$ cat config.mk
export PLATFORM = sky130hd
export DESIGN_NAME = csc_top
export DESIGN_NICKNAME = d
export VERILOG_FILES = /design/src/common/csc_pkg.sv /design/src/hdl/sram_arbiter.sv /design/src/upsample/yuv_fetch.sv /design/src/upsample/chroma_interpolator.sv /design/src/hdl/csc_matrix.sv /design/src/hdl/rgb_store.sv /design/src/hdl/csc_top.sv
export SDC_FILE = /design/constraint.sdc
export NUM_CORES = 2
export LEC_CHECK = 0
export BUFFER_PORTS_ARGS = -buffer_cell sky130_fd_sc_hd__buf_4
export CORE_MARGIN = 2
export CORE_UTILIZATION = 48
export CTS_CLUSTER_SIZE = 12
export DETAILED_ROUTE_END_ITERATION = 12
export SYNTH_ARGS = -nofsm -noshare
export SYNTH_HDL_FRONTEND = slang
export SYNTH_SLANG_ARGS = --single-unit
$ cat constraint.sdc
create_clock -name CLOCK_50_I -period 13.4 [get_ports CLOCK_50_I]
set_input_delay 0 -clock CLOCK_50_I [delete_from_list [all_inputs] [get_ports CLOCK_50_I]]
set_output_delay 0 -clock CLOCK_50_I [all_outputs]
set_load 0.03 [all_outputs]
$ cat src/common/csc_pkg.sv
/*
  CSC upsampler shared definitions
  Memory map, image geometry, filter and colour coefficients,
  vector types, bus structs and the fetch FSM states
*/

package csc_pkg;

	typedef logic [17:0] sram_addr_t;
	typedef logic [15:0] sram_word_t;
	typedef logic [7:0] pixel_t;
	typedef logic signed [31:0] product_t;
	typedef logic [15:0] pair_count_t;

	typedef struct packed {
		sram_addr_t addr;
		sram_word_t wdata;
		logic we;            // High for a write
	} sram_req_t;

	typedef struct packed {
		pixel_t y_even;
		pixel_t y_odd;
		pixel_t u_even;
		pixel_t u_odd;
		pixel_t v_even;
		pixel_t v_odd;
	} yuv_pair_t;

	typedef struct packed {
		pixel_t r_even;
		pixel_t g_even;
		pixel_t b_even;
		pixel_t r_odd;
		pixel_t g_odd;
		pixel_t b_odd;
	} rgb_pair_t;

	typedef enum logic [1:0] {F_IDLE, F_ISSUE, F_WAIT, F_EMIT} fetch_state_t;

	localparam int IMG_WIDTH = 320;
	localparam int IMG_HEIGHT = 240;
	localparam int PAIRS_PER_ROW = 160;
	localparam int CHROMA_PER_ROW = 160;

	// Word addresses in the SRAM
	localparam sram_addr_t Y_BASE = 18'd0;
	localparam sram_addr_t U_BASE = 18'd38400;
	localparam sram_addr_t V_BASE = 18'd57600;
	localparam sram_addr_t RGB_BASE = 18'd146944;

	localparam int SRAM_READ_LATENCY = 2;

	// Six-tap chroma interpolation
	localparam product_t FILTER_TAP_OUTER = 21;
	localparam product_t FILTER_TAP_MID = 52;
	localparam product_t FILTER_TAP_INNER = 159;
	localparam product_t FILTER_ROUND = 128;
	localparam int FILTER_SHIFT = 8;

	localparam product_t Y_BIAS = 16;
	localparam product_t CHROMA_BIAS = 128;

	// Colour matrix in 16-bit fraction
	localparam product_t COEF_Y = 76284;
	localparam product_t COEF_RV = 104595;
	localparam product_t COEF_GU = 25624;
	localparam product_t COEF_GV = 53281;
	localparam product_t COEF_BU = 132251;
	localparam int COEF_SHIFT = 16;

	localparam int STORE_DEPTH = 8;    // Pairs
	localparam int STORE_SLACK = 4;    // Free slots kept for the pipeline

	// Saturate a scaled result to one sample
	function automatic pixel_t clip_pixel(input product_t value);
		if (value < 0)
			return 8'h00;
		if (value > 255)
			return 8'hff;
		return value[7:0];
	endfunction

endpackage

$ cat src/hdl/sram_arbiter.sv
/*
  SRAM port arbiter
  Store unit wins over fetch, the winning command is registered onto
  the pins and granted reads are tracked until their data returns
*/

`timescale 1ns/100ps

module sram_arbiter import csc_pkg::*; (
	input logic CLOCK_50_I,
	input logic resetn,
	input logic fetch_req,
	input sram_req_t fetch_cmd,
	output logic fetch_grant,
	output logic read_valid,
	output sram_word_t read_data,
	input logic store_req,
	input sram_req_t store_cmd,
	output logic store_grant,
	output sram_addr_t sram_addr,
	output sram_word_t sram_wdata,
	output logic sram_we_n,
	input sram_word_t sram_rdata
);

	// Bit 0 marks a fetch read on the pins, the top bit its returning word
	logic [SRAM_READ_LATENCY:0] rd_pipe;

	assign store_grant = store_req;
	assign fetch_grant = fetch_req && !store_req;

	assign read_valid = rd_pipe[SRAM_READ_LATENCY];
	assign read_data = sram_rdata;    // Valid two cycles after the address is on the pins

	always_ff @(posedge CLOCK_50_I or negedge resetn) begin
		if (!resetn) begin
			sram_we_n <= 1'b1;
			rd_pipe <= '0;
		end else begin
			sram_we_n <= !(store_grant && store_cmd.we);
			rd_pipe <= {rd_pipe[SRAM_READ_LATENCY-1:0], fetch_grant};
		end
	end

	always_ff @(posedge CLOCK_50_I) begin
		if (store_grant) begin
			sram_addr <= store_cmd.addr;
			sram_wdata <= store_cmd.wdata;
		end else begin
			sram_addr <= fetch_cmd.addr;    // Idle cycles read harmlessly
			sram_wdata <= fetch_cmd.wdata;
		end
	end

endmodule

$ cat src/upsample/yuv_fetch.sv
/*
  Frame fetch controller
  Walks the frame row by row, reads Y, U and V words in order and
  streams chroma samples and pixel pairs to the interpolator
*/

`timescale 1ns/100ps

module yuv_fetch import csc_pkg::*; (
	input logic CLOCK_50_I,
	input logic resetn,
	input logic start,
	output logic busy,
	output logic fetch_req,
	output sram_req_t fetch_cmd,
	input logic fetch_grant,
	input logic read_valid,
	input sram_word_t read_data,
	input logic store_room,
	output logic row_start,
	output logic chroma_shift,
	output pixel_t u_in,
	output pixel_t v_in,
	output logic pair_valid,
	output pixel_t y_even,
	output pixel_t y_odd,
	output logic last_pair
);

	fetch_state_t state;
	logic [7:0] step;          // Chroma sample step within the row
	pair_count_t pair_idx;     // Also the Y word offset
	sram_addr_t c_ptr;         // Chroma word offset
	logic [1:0] icnt, rcnt, rneed;
	logic need_c, need_y;
	sram_word_t u_word, v_word, y_word;
	pixel_t u_lo, v_lo;

	// Step s feeds sample s, clamped at the row end; pairs start at step 4
	assign need_c = !step[0] && (step < CHROMA_PER_ROW);
	assign need_y = step >= 8'd4;
	assign rneed = {need_c, need_y};    // U and V words, then Y

	always_comb begin
		fetch_cmd = '0;
		if (need_c && icnt == 2'd0)
			fetch_cmd.addr = U_BASE + c_ptr;
		else if (need_c && icnt == 2'd1)
			fetch_cmd.addr = V_BASE + c_ptr;
		else
			fetch_cmd.addr = Y_BASE + sram_addr_t'(pair_idx);
	end

	assign fetch_req = (state == F_ISSUE) && (rneed != 2'd0) && store_room;
	assign busy = state != F_IDLE;

	assign row_start = (state == F_EMIT) && (step == 8'd0);
	assign chroma_shift = (state == F_EMIT) && (step != 8'd0);
	assign pair_valid = (state == F_EMIT) && need_y;
	assign u_in = need_c ? u_word[15:8] : u_lo;    // Low byte serves the next step
	assign v_in = need_c ? v_word[15:8] : v_lo;
	assign y_even = y_word[15:8];
	assign y_odd = y_word[7:0];
	assign last_pair = pair_valid && (pair_idx == pair_count_t'(PAIRS_PER_ROW * IMG_HEIGHT - 1));

	// Returned words arrive in issue order
	always_ff @(posedge CLOCK_50_I) begin
		if (read_valid) begin
			if (need_c && rcnt == 2'd0)
				u_word <= read_data;
			else if (need_c && rcnt == 2'd1)
				v_word <= read_data;
			else
				y_word <= read_data;
		end
		if (state == F_EMIT && need_c) begin
			u_lo <= u_word[7:0];
			v_lo <= v_word[7:0];
		end
	end

	always_ff @(posedge CLOCK_50_I or negedge resetn) begin
		if (!resetn) begin
			state <= F_IDLE;
			step <= '0;
			pair_idx <= '0;
			c_ptr <= '0;
			icnt <= '0;
			rcnt <= '0;
		end else begin
			if (read_valid)
				rcnt <= rcnt + 1'b1;
			case (state)
			F_IDLE: begin
				if (start) begin
					step <= '0;
					pair_idx <= '0;
					c_ptr <= '0;
					icnt <= '0;
					rcnt <= '0;
					state <= F_ISSUE;
				end
			end
			F_ISSUE: begin
				if (rneed == 2'd0) begin
					state <= F_EMIT;    // Priming step with data already held
				end else if (fetch_grant) begin
					icnt <= icnt + 1'b1;
					if (icnt == rneed - 2'd1)
						state <= F_WAIT;
				end
			end
			F_WAIT: begin
				if (read_valid && rcnt == rneed - 2'd1)
					state <= F_EMIT;
			end
			F_EMIT: begin
				icnt <= '0;
				rcnt <= '0;
				if (need_c)
					c_ptr <= c_ptr + 1'b1;
				if (need_y)
					pair_idx <= pair_idx + 1'b1;
				step <= (step == PAIRS_PER_ROW + 3) ? 8'd0 : step + 1'b1;
				state <= last_pair ? F_IDLE : F_ISSUE;
			end
			default: state <= F_IDLE;
			endcase
		end
	end

endmodule

$ cat src/upsample/chroma_interpolator.sv
/*
  Chroma interpolator
  Six-sample U and V windows, even chroma taken as is and odd
  chroma rebuilt with the 21/52/159 filter
*/

`timescale 1ns/100ps

module chroma_interpolator import csc_pkg::*; (
	input logic CLOCK_50_I,
	input logic resetn,
	input logic row_start,
	input logic chroma_shift,
	input pixel_t u_in,
	input pixel_t v_in,
	input logic pair_valid,
	input pixel_t y_even,
	input pixel_t y_odd,
	input logic last_pair,
	output logic yuv_valid,
	output yuv_pair_t yuv,
	output logic yuv_last
);

	// Index 0 is the oldest sample, 2 and 3 straddle the odd pixel
	pixel_t [5:0] u_win;
	pixel_t [5:0] v_win;

	function automatic pixel_t odd_sample(input pixel_t [5:0] w);
		product_t acc;
		acc = FILTER_TAP_OUTER * (product_t'(w[0]) + product_t'(w[5]))
			- FILTER_TAP_MID * (product_t'(w[1]) + product_t'(w[4]))
			+ FILTER_TAP_INNER * (product_t'(w[2]) + product_t'(w[3]))
			+ FILTER_ROUND;
		return clip_pixel(acc >>> FILTER_SHIFT);
	endfunction

	always_ff @(posedge CLOCK_50_I) begin
		if (row_start) begin
			u_win <= {6{u_in}};    // Left edge replicated
			v_win <= {6{v_in}};
		end else if (chroma_shift) begin
			u_win <= {u_in, u_win[5:1]};
			v_win <= {v_in, v_win[5:1]};
		end
	end

	// Pair uses the window as it stands before this cycle's shift
	always_ff @(posedge CLOCK_50_I) begin
		if (pair_valid) begin
			yuv.y_even <= y_even;
			yuv.y_odd <= y_odd;
			yuv.u_even <= u_win[2];
			yuv.u_odd <= odd_sample(u_win);
			yuv.v_even <= v_win[2];
			yuv.v_odd <= odd_sample(v_win);
		end
	end

	always_ff @(posedge CLOCK_50_I or negedge resetn) begin
		if (!resetn) begin
			yuv_valid <= 1'b0;
			yuv_last <= 1'b0;
		end else begin
			yuv_valid <= pair_valid;
			yuv_last <= pair_valid && last_pair;
		end
	end

endmodule

$ cat src/hdl/csc_matrix.sv
/*
  YUV to RGB matrix
  Three stages: bias removal, coefficient products and sums,
  then scaling and saturation to eight bits
*/

`timescale 1ns/100ps

module csc_matrix import csc_pkg::*; (
	input logic CLOCK_50_I,
	input logic resetn,
	input logic yuv_valid,
	input yuv_pair_t yuv,
	input logic yuv_last,
	output logic rgb_valid,
	output rgb_pair_t rgb,
	output logic rgb_last
);

	// Index 0 even pixel, 1 odd pixel
	product_t y_s [2];
	product_t u_s [2];
	product_t v_s [2];
	product_t r_s [2];
	product_t g_s [2];
	product_t b_s [2];
	logic [2:0] valid_pipe;
	logic [2:0] last_pipe;

	always_ff @(posedge CLOCK_50_I) begin
		y_s[0] <= product_t'(yuv.y_even) - Y_BIAS;
		y_s[1] <= product_t'(yuv.y_odd) - Y_BIAS;
		u_s[0] <= product_t'(yuv.u_even) - CHROMA_BIAS;
		u_s[1] <= product_t'(yuv.u_odd) - CHROMA_BIAS;
		v_s[0] <= product_t'(yuv.v_even) - CHROMA_BIAS;
		v_s[1] <= product_t'(yuv.v_odd) - CHROMA_BIAS;

		for (int i = 0; i < 2; i++) begin
			r_s[i] <= COEF_Y * y_s[i] + COEF_RV * v_s[i];
			g_s[i] <= COEF_Y * y_s[i] - COEF_GU * u_s[i] - COEF_GV * v_s[i];
			b_s[i] <= COEF_Y * y_s[i] + COEF_BU * u_s[i];
		end

		rgb.r_even <= clip_pixel(r_s[0] >>> COEF_SHIFT);
		rgb.g_even <= clip_pixel(g_s[0] >>> COEF_SHIFT);
		rgb.b_even <= clip_pixel(b_s[0] >>> COEF_SHIFT);
		rgb.r_odd <= clip_pixel(r_s[1] >>> COEF_SHIFT);
		rgb.g_odd <= clip_pixel(g_s[1] >>> COEF_SHIFT);
		rgb.b_odd <= clip_pixel(b_s[1] >>> COEF_SHIFT);
	end

	always_ff @(posedge CLOCK_50_I or negedge resetn) begin
		if (!resetn) begin
			valid_pipe <= '0;
			last_pipe <= '0;
		end else begin
			valid_pipe <= {valid_pipe[1:0], yuv_valid};
			last_pipe <= {last_pipe[1:0], yuv_last};
		end
	end

	assign rgb_valid = valid_pipe[2];
	assign rgb_last = last_pipe[2];

endmodule

$ cat src/hdl/rgb_store.sv
/*
  RGB store unit
  Buffers converted pairs, writes each as three packed words
  and flags frame completion after the last one lands
*/

`timescale 1ns/100ps

module rgb_store import csc_pkg::*; (
	input logic CLOCK_50_I,
	input logic resetn,
	input logic rgb_valid,
	input rgb_pair_t rgb,
	input logic rgb_last,
	output logic store_req,
	output sram_req_t store_cmd,
	input logic store_grant,
	output logic store_room,
	output logic done
);

	rgb_pair_t fifo_mem [STORE_DEPTH];
	logic [STORE_DEPTH-1:0] last_mem;
	logic [$clog2(STORE_DEPTH)-1:0] wr_ptr, rd_ptr;
	logic [$clog2(STORE_DEPTH):0] count;
	logic [1:0] word_idx;      // Word of the head pair being written
	pair_count_t pair_cnt;
	rgb_pair_t head;
	logic pop;
	logic done_pre;

	assign head = fifo_mem[rd_ptr];
	assign pop = store_grant && (word_idx == 2'd2);
	assign store_req = count != '0;
	assign store_room = (STORE_DEPTH - count) >= STORE_SLACK;

	always_comb begin
		store_cmd.we = 1'b1;
		store_cmd.addr = RGB_BASE + sram_addr_t'({pair_cnt, 1'b0}) + sram_addr_t'(pair_cnt)
			+ sram_addr_t'(word_idx);    // Three words per pair
		case (word_idx)
		2'd0: store_cmd.wdata = {head.r_even, head.g_even};
		2'd1: store_cmd.wdata = {head.b_even, head.r_odd};
		default: store_cmd.wdata = {head.g_odd, head.b_odd};
		endcase
	end

	always_ff @(posedge CLOCK_50_I) begin
		if (rgb_valid) begin
			fifo_mem[wr_ptr] <= rgb;
			last_mem[wr_ptr] <= rgb_last;
		end
	end

	always_ff @(posedge CLOCK_50_I or negedge resetn) begin
		if (!resetn) begin
			wr_ptr <= '0;
			rd_ptr <= '0;
			count <= '0;
			word_idx <= '0;
			pair_cnt <= '0;
			done_pre <= 1'b0;
			done <= 1'b0;
		end else begin
			done_pre <= pop && last_mem[rd_ptr];
			done <= done_pre;    // Write has reached the memory by now
			if (rgb_valid)
				wr_ptr <= wr_ptr + 1'b1;
			if (pop) begin
				word_idx <= '0;
				rd_ptr <= rd_ptr + 1'b1;
				pair_cnt <= last_mem[rd_ptr] ? '0 : pair_cnt + 1'b1;
			end else if (store_grant) begin
				word_idx <= word_idx + 1'b1;
			end
			case ({rgb_valid, pop})
			2'b10: count <= count + 1'b1;
			2'b01: count <= count - 1'b1;
			default: count <= count;
			endcase
		end
	end

endmodule

$ cat src/hdl/csc_top.sv
/*
  CSC upsampler top level
  Fetch, interpolation, colour matrix and store units sharing one SRAM port
*/

`timescale 1ns/100ps

module csc_top import csc_pkg::*; (
	input logic CLOCK_50_I,
	input logic resetn,
	input logic start,
	output logic busy,
	output logic done,
	output sram_addr_t sram_addr,
	output sram_word_t sram_wdata,
	output logic sram_we_n,
	input sram_word_t sram_rdata
);

	logic fetch_req, fetch_grant, read_valid;
	sram_req_t fetch_cmd;
	sram_word_t read_data;
	logic store_req, store_grant, store_room;
	sram_req_t store_cmd;

	logic row_start, chroma_shift, pair_valid, last_pair;
	pixel_t u_in, v_in, y_even, y_odd;

	logic yuv_valid, yuv_last;
	yuv_pair_t yuv;
	logic rgb_valid, rgb_last;
	rgb_pair_t rgb;

	sram_arbiter arbiter_unit (
		.CLOCK_50_I, .resetn,
		.fetch_req, .fetch_cmd, .fetch_grant, .read_valid, .read_data,
		.store_req, .store_cmd, .store_grant,
		.sram_addr, .sram_wdata, .sram_we_n, .sram_rdata
	);

	yuv_fetch fetch_unit (
		.CLOCK_50_I, .resetn, .start, .busy,
		.fetch_req, .fetch_cmd, .fetch_grant, .read_valid, .read_data,
		.store_room,
		.row_start, .chroma_shift, .u_in, .v_in,
		.pair_valid, .y_even, .y_odd, .last_pair
	);

	chroma_interpolator interp_unit (
		.CLOCK_50_I, .resetn,
		.row_start, .chroma_shift, .u_in, .v_in,
		.pair_valid, .y_even, .y_odd, .last_pair,
		.yuv_valid, .yuv, .yuv_last
	);

	csc_matrix matrix_unit (
		.CLOCK_50_I, .resetn,
		.yuv_valid, .yuv, .yuv_last,
		.rgb_valid, .rgb, .rgb_last
	);

	rgb_store store_unit (
		.CLOCK_50_I, .resetn,
		.rgb_valid, .rgb, .rgb_last,
		.store_req, .store_cmd, .store_grant, .store_room, .done
	);

endmodule

After elaboration in Yosys (flattened, before gate mapping)
Memories as Yosys holds them, arrays and structs flattened.
Index checks and enable logic that the tools add are counted.
{"block": "totals", "register_bits": 388, "ramBits": 768, "inputBits": 19, "output_inout_bits": 37, "elab_cells": 310, "memories": 7}
{"memory": "store_unit.fifo_mem", "words": 8, "word_bits": 48, "read_ports": 1, "rd_clocked_by_memory_dff": 0, "wr": 1, "line_no": "rgb_store.sv:22", "text": "rgb_pair_t fifo_mem [STORE_DEPTH];"}
{"memory": "matrix_unit.b_s", "words": 2, "word_bits": 32, "read_ports": 2, "rd_clocked_by_memory_dff": 0, "wr": 2, "line_no": "csc_matrix.sv:26", "text": "product_t b_s [2];"}
{"memory": "matrix_unit.g_s", "words": 2, "word_bits": 32, "read_ports": 2, "rd_clocked_by_memory_dff": 0, "wr": 2, "line_no": "csc_matrix.sv:25", "text": "product_t g_s [2];"}
{"memory": "matrix_unit.r_s", "words": 2, "word_bits": 32, "read_ports": 2, "rd_clocked_by_memory_dff": 0, "wr": 2, "line_no": "csc_matrix.sv:24", "text": "product_t r_s [2];"}
{"memory": "matrix_unit.u_s", "words": 2, "word_bits": 32, "read_ports": 2, "rd_clocked_by_memory_dff": 0, "wr": 2, "line_no": "csc_matrix.sv:22", "text": "product_t u_s [2];"}
{"memory": "matrix_unit.v_s", "words": 2, "word_bits": 32, "read_ports": 2, "rd_clocked_by_memory_dff": 0, "wr": 2, "line_no": "csc_matrix.sv:23", "text": "product_t v_s [2];"}
{"memory": "+1 memories"}
{"block": "op_classes", "n_addsub": 44, "mul": 16, "order_cmp": 22, "eq_ne": 21, "muxes": 104, "bitwise_logic": 2, "n_reduce_logical": 43}
{"operator": "$mux 8", "n": 36}
{"operator": "$add 32x32->32", "n": 6}
{"operator": "$mux 48", "n": 4}
{"operator": "$sub 32x32->32", "n": 6}
{"operator": "$gt 16x9->1 const B", "n": 6}
{"operator": "$lt 16x1->1 const B", "n": 6}
{"operator": "$mux 18", "n": 5}
{"operator": "$add 32x9->32 const B", "n": 2}
{"operator": "$mul 13x32->29 const A", "n": 2}
{"operator": "$mul 16x32->30 const A", "n": 2}
{"operator": "$mul 17x32->32 const A", "n": 2}
{"operator": "$mul 18x32->32 const A", "n": 2}
{"operator": "$mul 19x32->32 const A", "n": 2}
{"operator": "$mul 5x32->30 const A", "n": 2}
{"operator": "$mul 6x32->32 const A", "n": 2}
{"operator": "$mul 9x32->32 const A", "n": 2}
{"operator": "$pmux 16 s2", "n": 2}
{"operator": "$add 8x8->9", "n": 6}
{"operator": "$gt 24x9->1 const B", "n": 2}
{"operator": "$lt 24x1->1 const B", "n": 2}
{"operator": "$mux 16", "n": 3}
{"operator": "$add 16x18->18 const A", "n": 2}
{"operator": "$pmux 18 s2", "n": 1}
{"operator": "$sub 8x8->9 const B", "n": 4}
{"operator": "48 further kinds", "n": 143}

Longest topological paths before layout
{"block": "logic_depth", "ltp_word": 12, "ltp_mapped": 39, "mapped_depth_nobuf": 39}

Modules after synthesis
Synthesis repeated with hierarchy kept, for this count alone.
{"block": "unflattened", "cells_unflattened": 7106, "hier_area_um2": 78119.9}
{"mod": "csc_matrix", "n_inst": 1, "cells_per_inst": 4088, "area_per_inst_um2": 38194.1}
{"mod": "rgb_store", "n_inst": 1, "cells_per_inst": 905, "area_per_inst_um2": 17598.1}
{"mod": "chroma_interpolator", "n_inst": 1, "cells_per_inst": 1481, "area_per_inst_um2": 15127.0}
{"mod": "yuv_fetch", "n_inst": 1, "cells_per_inst": 537, "area_per_inst_um2": 5726.7}
{"mod": "sram_arbiter", "n_inst": 1, "cells_per_inst": 95, "area_per_inst_um2": 1473.9}

Worst setup path before layout
OpenSTA, ideal clock, no wires.
{"block": "synth_path", "path_type": "reg2reg", "start": "memory matrix_unit.u_s[0][31] in the netlist's numbering", "end": "memory matrix_unit.g_s[0][30] in the netlist's numbering", "arrival_ns": 9.636, "slack_ns": 3.645, "path_stages_with_launch": 34, "n_path_buf": 1, "period_less_slack_ns": 9.755, "cell_sequence": "dfxtp_1 clkbuf_1 clkinv_1 fa_1 inv_1 ha_1 inv_1 fa_1 inv_1 ha_1 ha_1 nand3_1 o31ai_1 o21ai_0 and2_1 o21bai_1 a21oi_1 xnor2_1 ha_1 inv_1 fa_1 fa_1 fa_1 fa_1 fa_1 ha_1 a211o_1 or3_1 a31oi_1 o21ai_1 a31oi_1 nand2b_1 a211oi_1 nor2_1"}
{"element": "start: declaration", "line_no": "csc_matrix.sv:22"}
{"element": "end: declaration", "line_no": "csc_matrix.sv:25"}

==> flow_metrics.py <==
metrics = {
    "status": {
        "outcome": "complete, no violations",
    },
    "setup_path": {
        "rr_startpoint": "matrix_unit.y_s[0][31]",
        "crit_slowest_cell": "buf_4",
        "end_kind": "flip-flop",
        "cp.arrival_ps": 10550,
        "startpoint_type": "flip-flop",
        "crit_family": "adder cells",
        "crit_top_cell": "inv_1",
        "worstSetupPathType": "reg -> reg",
        "cp.required_ps": 14020,
        "cpPeakStageDelay_ps": 550,
        "crit_start": "matrix_unit.y_s[0][31]",
        "crit_buf_inv": 8,
        "crit_path_max_fanout": 49,
    },
    "grt": {
        "grt_pass1_vias": 48900,
        "grt_max_degree": 66,
        "antenna_found_initial": 9,
        "grt_pass1_wl_um": 268000,
        "gr-usage-all-layers_pct": 21.0,
        "grt.overflow.total": 0,
    },
    "clocking": {
        "cts_max_level": 3,
        "clockBufferDepth": 3,
        "clock_sinks": 918,
        "cts_tree": "done",
        "clkTransAtPathRegs_ps": 60,
        "postCtsSetupBuffers": 0,
        "cts-root-buf": "clkbuf_16",
        "holdBufCountCts": 29,
        "ctsResizeCount": 0,
        "clk_latency_ps": 740,
        "cts_buffers": 99,
    },
    "sta": {
        "slew_headroom_pct": 24.6,
        "max_freq_ghz": 0.101,
        "hold_slack_ps": 86.1,
        "hold_violations": 0,
        "finalSetupTns_ps": 0,
        "worst_pin_slew_ps": 1120,
        "period_minus_slack_ps": 9930,
        "fin_crit_sh_pct": 74.1,
        "rsz0062_at_grt": "no",
        "finalSetupViolations": 0,
        "skew_ps": 59.5,
        "slew_violations": 0,
    },
    "routing": {
        "wl_met3_um": 7410,
        "wl_per_cell_um": 18.4,
        "drtIter0Drc": 2819,
        "viasPerCell": 5.19,
        "vias": 47400,
        "dr.max_layer_used": "met5",
        "drc": 0,
        "finalWirelength_um": 168000,
        "drtAntennaViolNets": 0,
        "firstDrtPassIters": 7,
        "wl_met2_um": 80700,
        "wirelength_met1_um": 76000,
    },
    "floorplan": {
        "coreArea_sq_mm": 0.158,
        "io_pins": 56,
        "start_util_pct": 48.3,
        "dieWidth_um": 403,
        "row_count": 146,
        "fp.dieArea_sq_mm": 0.163,
        "die_y_um": 403,
    },
    "logic_synthesis": {
        "syn_nets": 8761,
        "ys_types": 86,
        "synthFlopType": "edfxtp_1",
        "synthTopCellsByCount": "1474 x inv_1, 1257 x ha_1, 638 x fa_1",
        "yosys-top-cells-area": "edfxtp_1 24%, ha_1 21%, fa_1 17%",
        "synth_top_area_share_pct": 23.5,
        "seq_area_frac_synth_pct": 32.4,
        "synthCells": 6847,
        "synthesis.area_sq_mm": 0.0766,
        "avgSynthCellArea_sq_um": 11.2,
        "synth-seq-cells": 918,
        "yosys.area.top_type": "edfxtp_1",
        "yosys_warnings": 0,
        "synth_edf_count": 600,
        "yosysMostFrequentCell": "inv_1",
        "async_flop_share_pct": 9.80,
    },
    "placement": {
        "gp_congestion": 0.879,
        "dpl_cell_area_sq_mm": 0.0797,
        "port_buffers": 55,
        "hpwl_um": 131000,
    },
    "worst_hold_path": {
        "hp-class": "in -> reg",
        "worstHoldStart": "sram_rdata[10]",
    },
    "finish": {
        "design_area_sq_mm": 0.0832,
        "syn2layout_area_growth_pct": 8.65,
        "nNetsFinal": 8893,
        "nFillCells": 13900,
        "layout-drive-gt1-share_pct": 6.16,
    },
    "job": {
        "drv_cap": 0,
    },
}
placed cells by master (no fill, tap or decap), types with 34 or more instances in the layout:
| cell type | n |
|---|---|
| buf_4 | 112 |
| clkbuf_16 | 99 |
| o21ai_0 | 148 |
| xnor2_1 | 295 |
| and3_1 | 42 |
| nor2_1 | 250 |
| o21a_1 | 119 |
| dfxtp_1 | 222 |
| a21oi_1 | 284 |
| nand2_1 | 245 |
| a21o_1 | 81 |
| edfxtp_1 | 600 |
| nor3_1 | 56 |
| o21bai_1 | 50 |
| mux2i_1 | 40 |
| o21ai_1 | 34 |
| nand2b_1 | 50 |
| fa_1 | 638 |
| nand3_1 | 87 |
| inv_1 | 1473 |
| ha_1 | 1256 |
| dfrtp_1 | 86 |
| xor2_1 | 151 |
| mux4_2 | 114 |
| clkbuf_1 | 36 |
state kept, by name, summed over array words and instances, names as in the netlist, 18 cells and up:
signal                  cells
interp_unit.v_win          48
store_unit.fifo_mem       384
arbiter_unit.sram_addr     18
interp_unit.u_win          48
matrix_unit.r_s            32
matrix_unit.rgb            48
fetch_unit.c_ptr           18
matrix_unit.g_s            32
matrix_unit.b_s            32
interp_unit.yuv            48
matrix_unit.y_s            18
worst register-to-register path, delay by kind of cell, from the launching register on:
kind                     cells  cell delay (ps)
flip-flops                   1              310
adder cells (fa/ha/maj)     12             4720
buffers and inverters        8              920
AO/OA/AOI/OAI               11             2540
AND/OR/NAND/NOR              5             1000
XOR/XNOR                     2              390
layout make-up:
| type | instances | area [sq um] | area share [%] |
|---|---|---|---|
| flip-flops and latches | 918 | 24900 | 29.9 |
| diodes | 2 | 5.00 | 0.00602 |
| well taps | 2072 | 2590 | 3.12 |
| inverters | 1478 | 5550 | 6.67 |
| repair buffers | 141 | 1140 | 1.37 |
| clock inverters | 43 | 556 | 0.668 |
| clock buffers | 140 | 2650 | 3.19 |
| multi-input cells | 4341 | 45800 | 55.1 |
metal layers:
| layer | global-route usage, % | vias to the layer above |
|---|---|---|
| met3 | 2.96 | 181 |
| met4 | 4.99 | 2 |
| li1 | - | 23100 |
| met2 | 35.3 | 763 |
| met1 | 28.7 | 23400 |
| met5 | 0 | - |
final timing paths:
kind	to	slack [ps]	cells after the start
worst max register to register	matrix_unit.r_s[0][31]	3470	38
worst max-delay path	matrix_unit.r_s[0][31]	3470	38
worst min-delay path	fetch_unit.v_word[10]	90	2
worst min register to register	matrix_unit.valid_pipe[0]	310	0
max in group asynchronous	fetch_unit.pair_idx[2]	12380	4
min in group asynchronous	store_unit.count[1]	310	4
per-stage QoR:
step | worst slack (ps) | instances | utilization (%)
6_report | 3470 | 9135 | 52.5
5_1_grt | 2810 | 9133 | 52.5
4_1_cts | 3440 | 9133 | 52.5
3_5_place_dp | 3500 | 8921 | 50.3
3_3_place_gp | 3560 | 8921 | 50.3
2_1_floorplan | 3640 | 6847 | -
kinds of logic (layout without fill, tap and decap cells):
group	after synthesis	after routing	share of synthesized area, %
muxes	165	165	4.04
and+or+nand+nor	907	907	5.61
buffers and inverters	1588	1802	7.80
AOI/OAI and AO/OA	924	924	7.70
other	0	2	0
adders and majority gates	1895	1895	37.2
xor gates and xnor gates	450	450	5.20
DFF	918	918	32.4
Power is left out: the tool's default activity adds up to more than one toggle a clock period on the data nets, which glitch-free logic cannot reach.
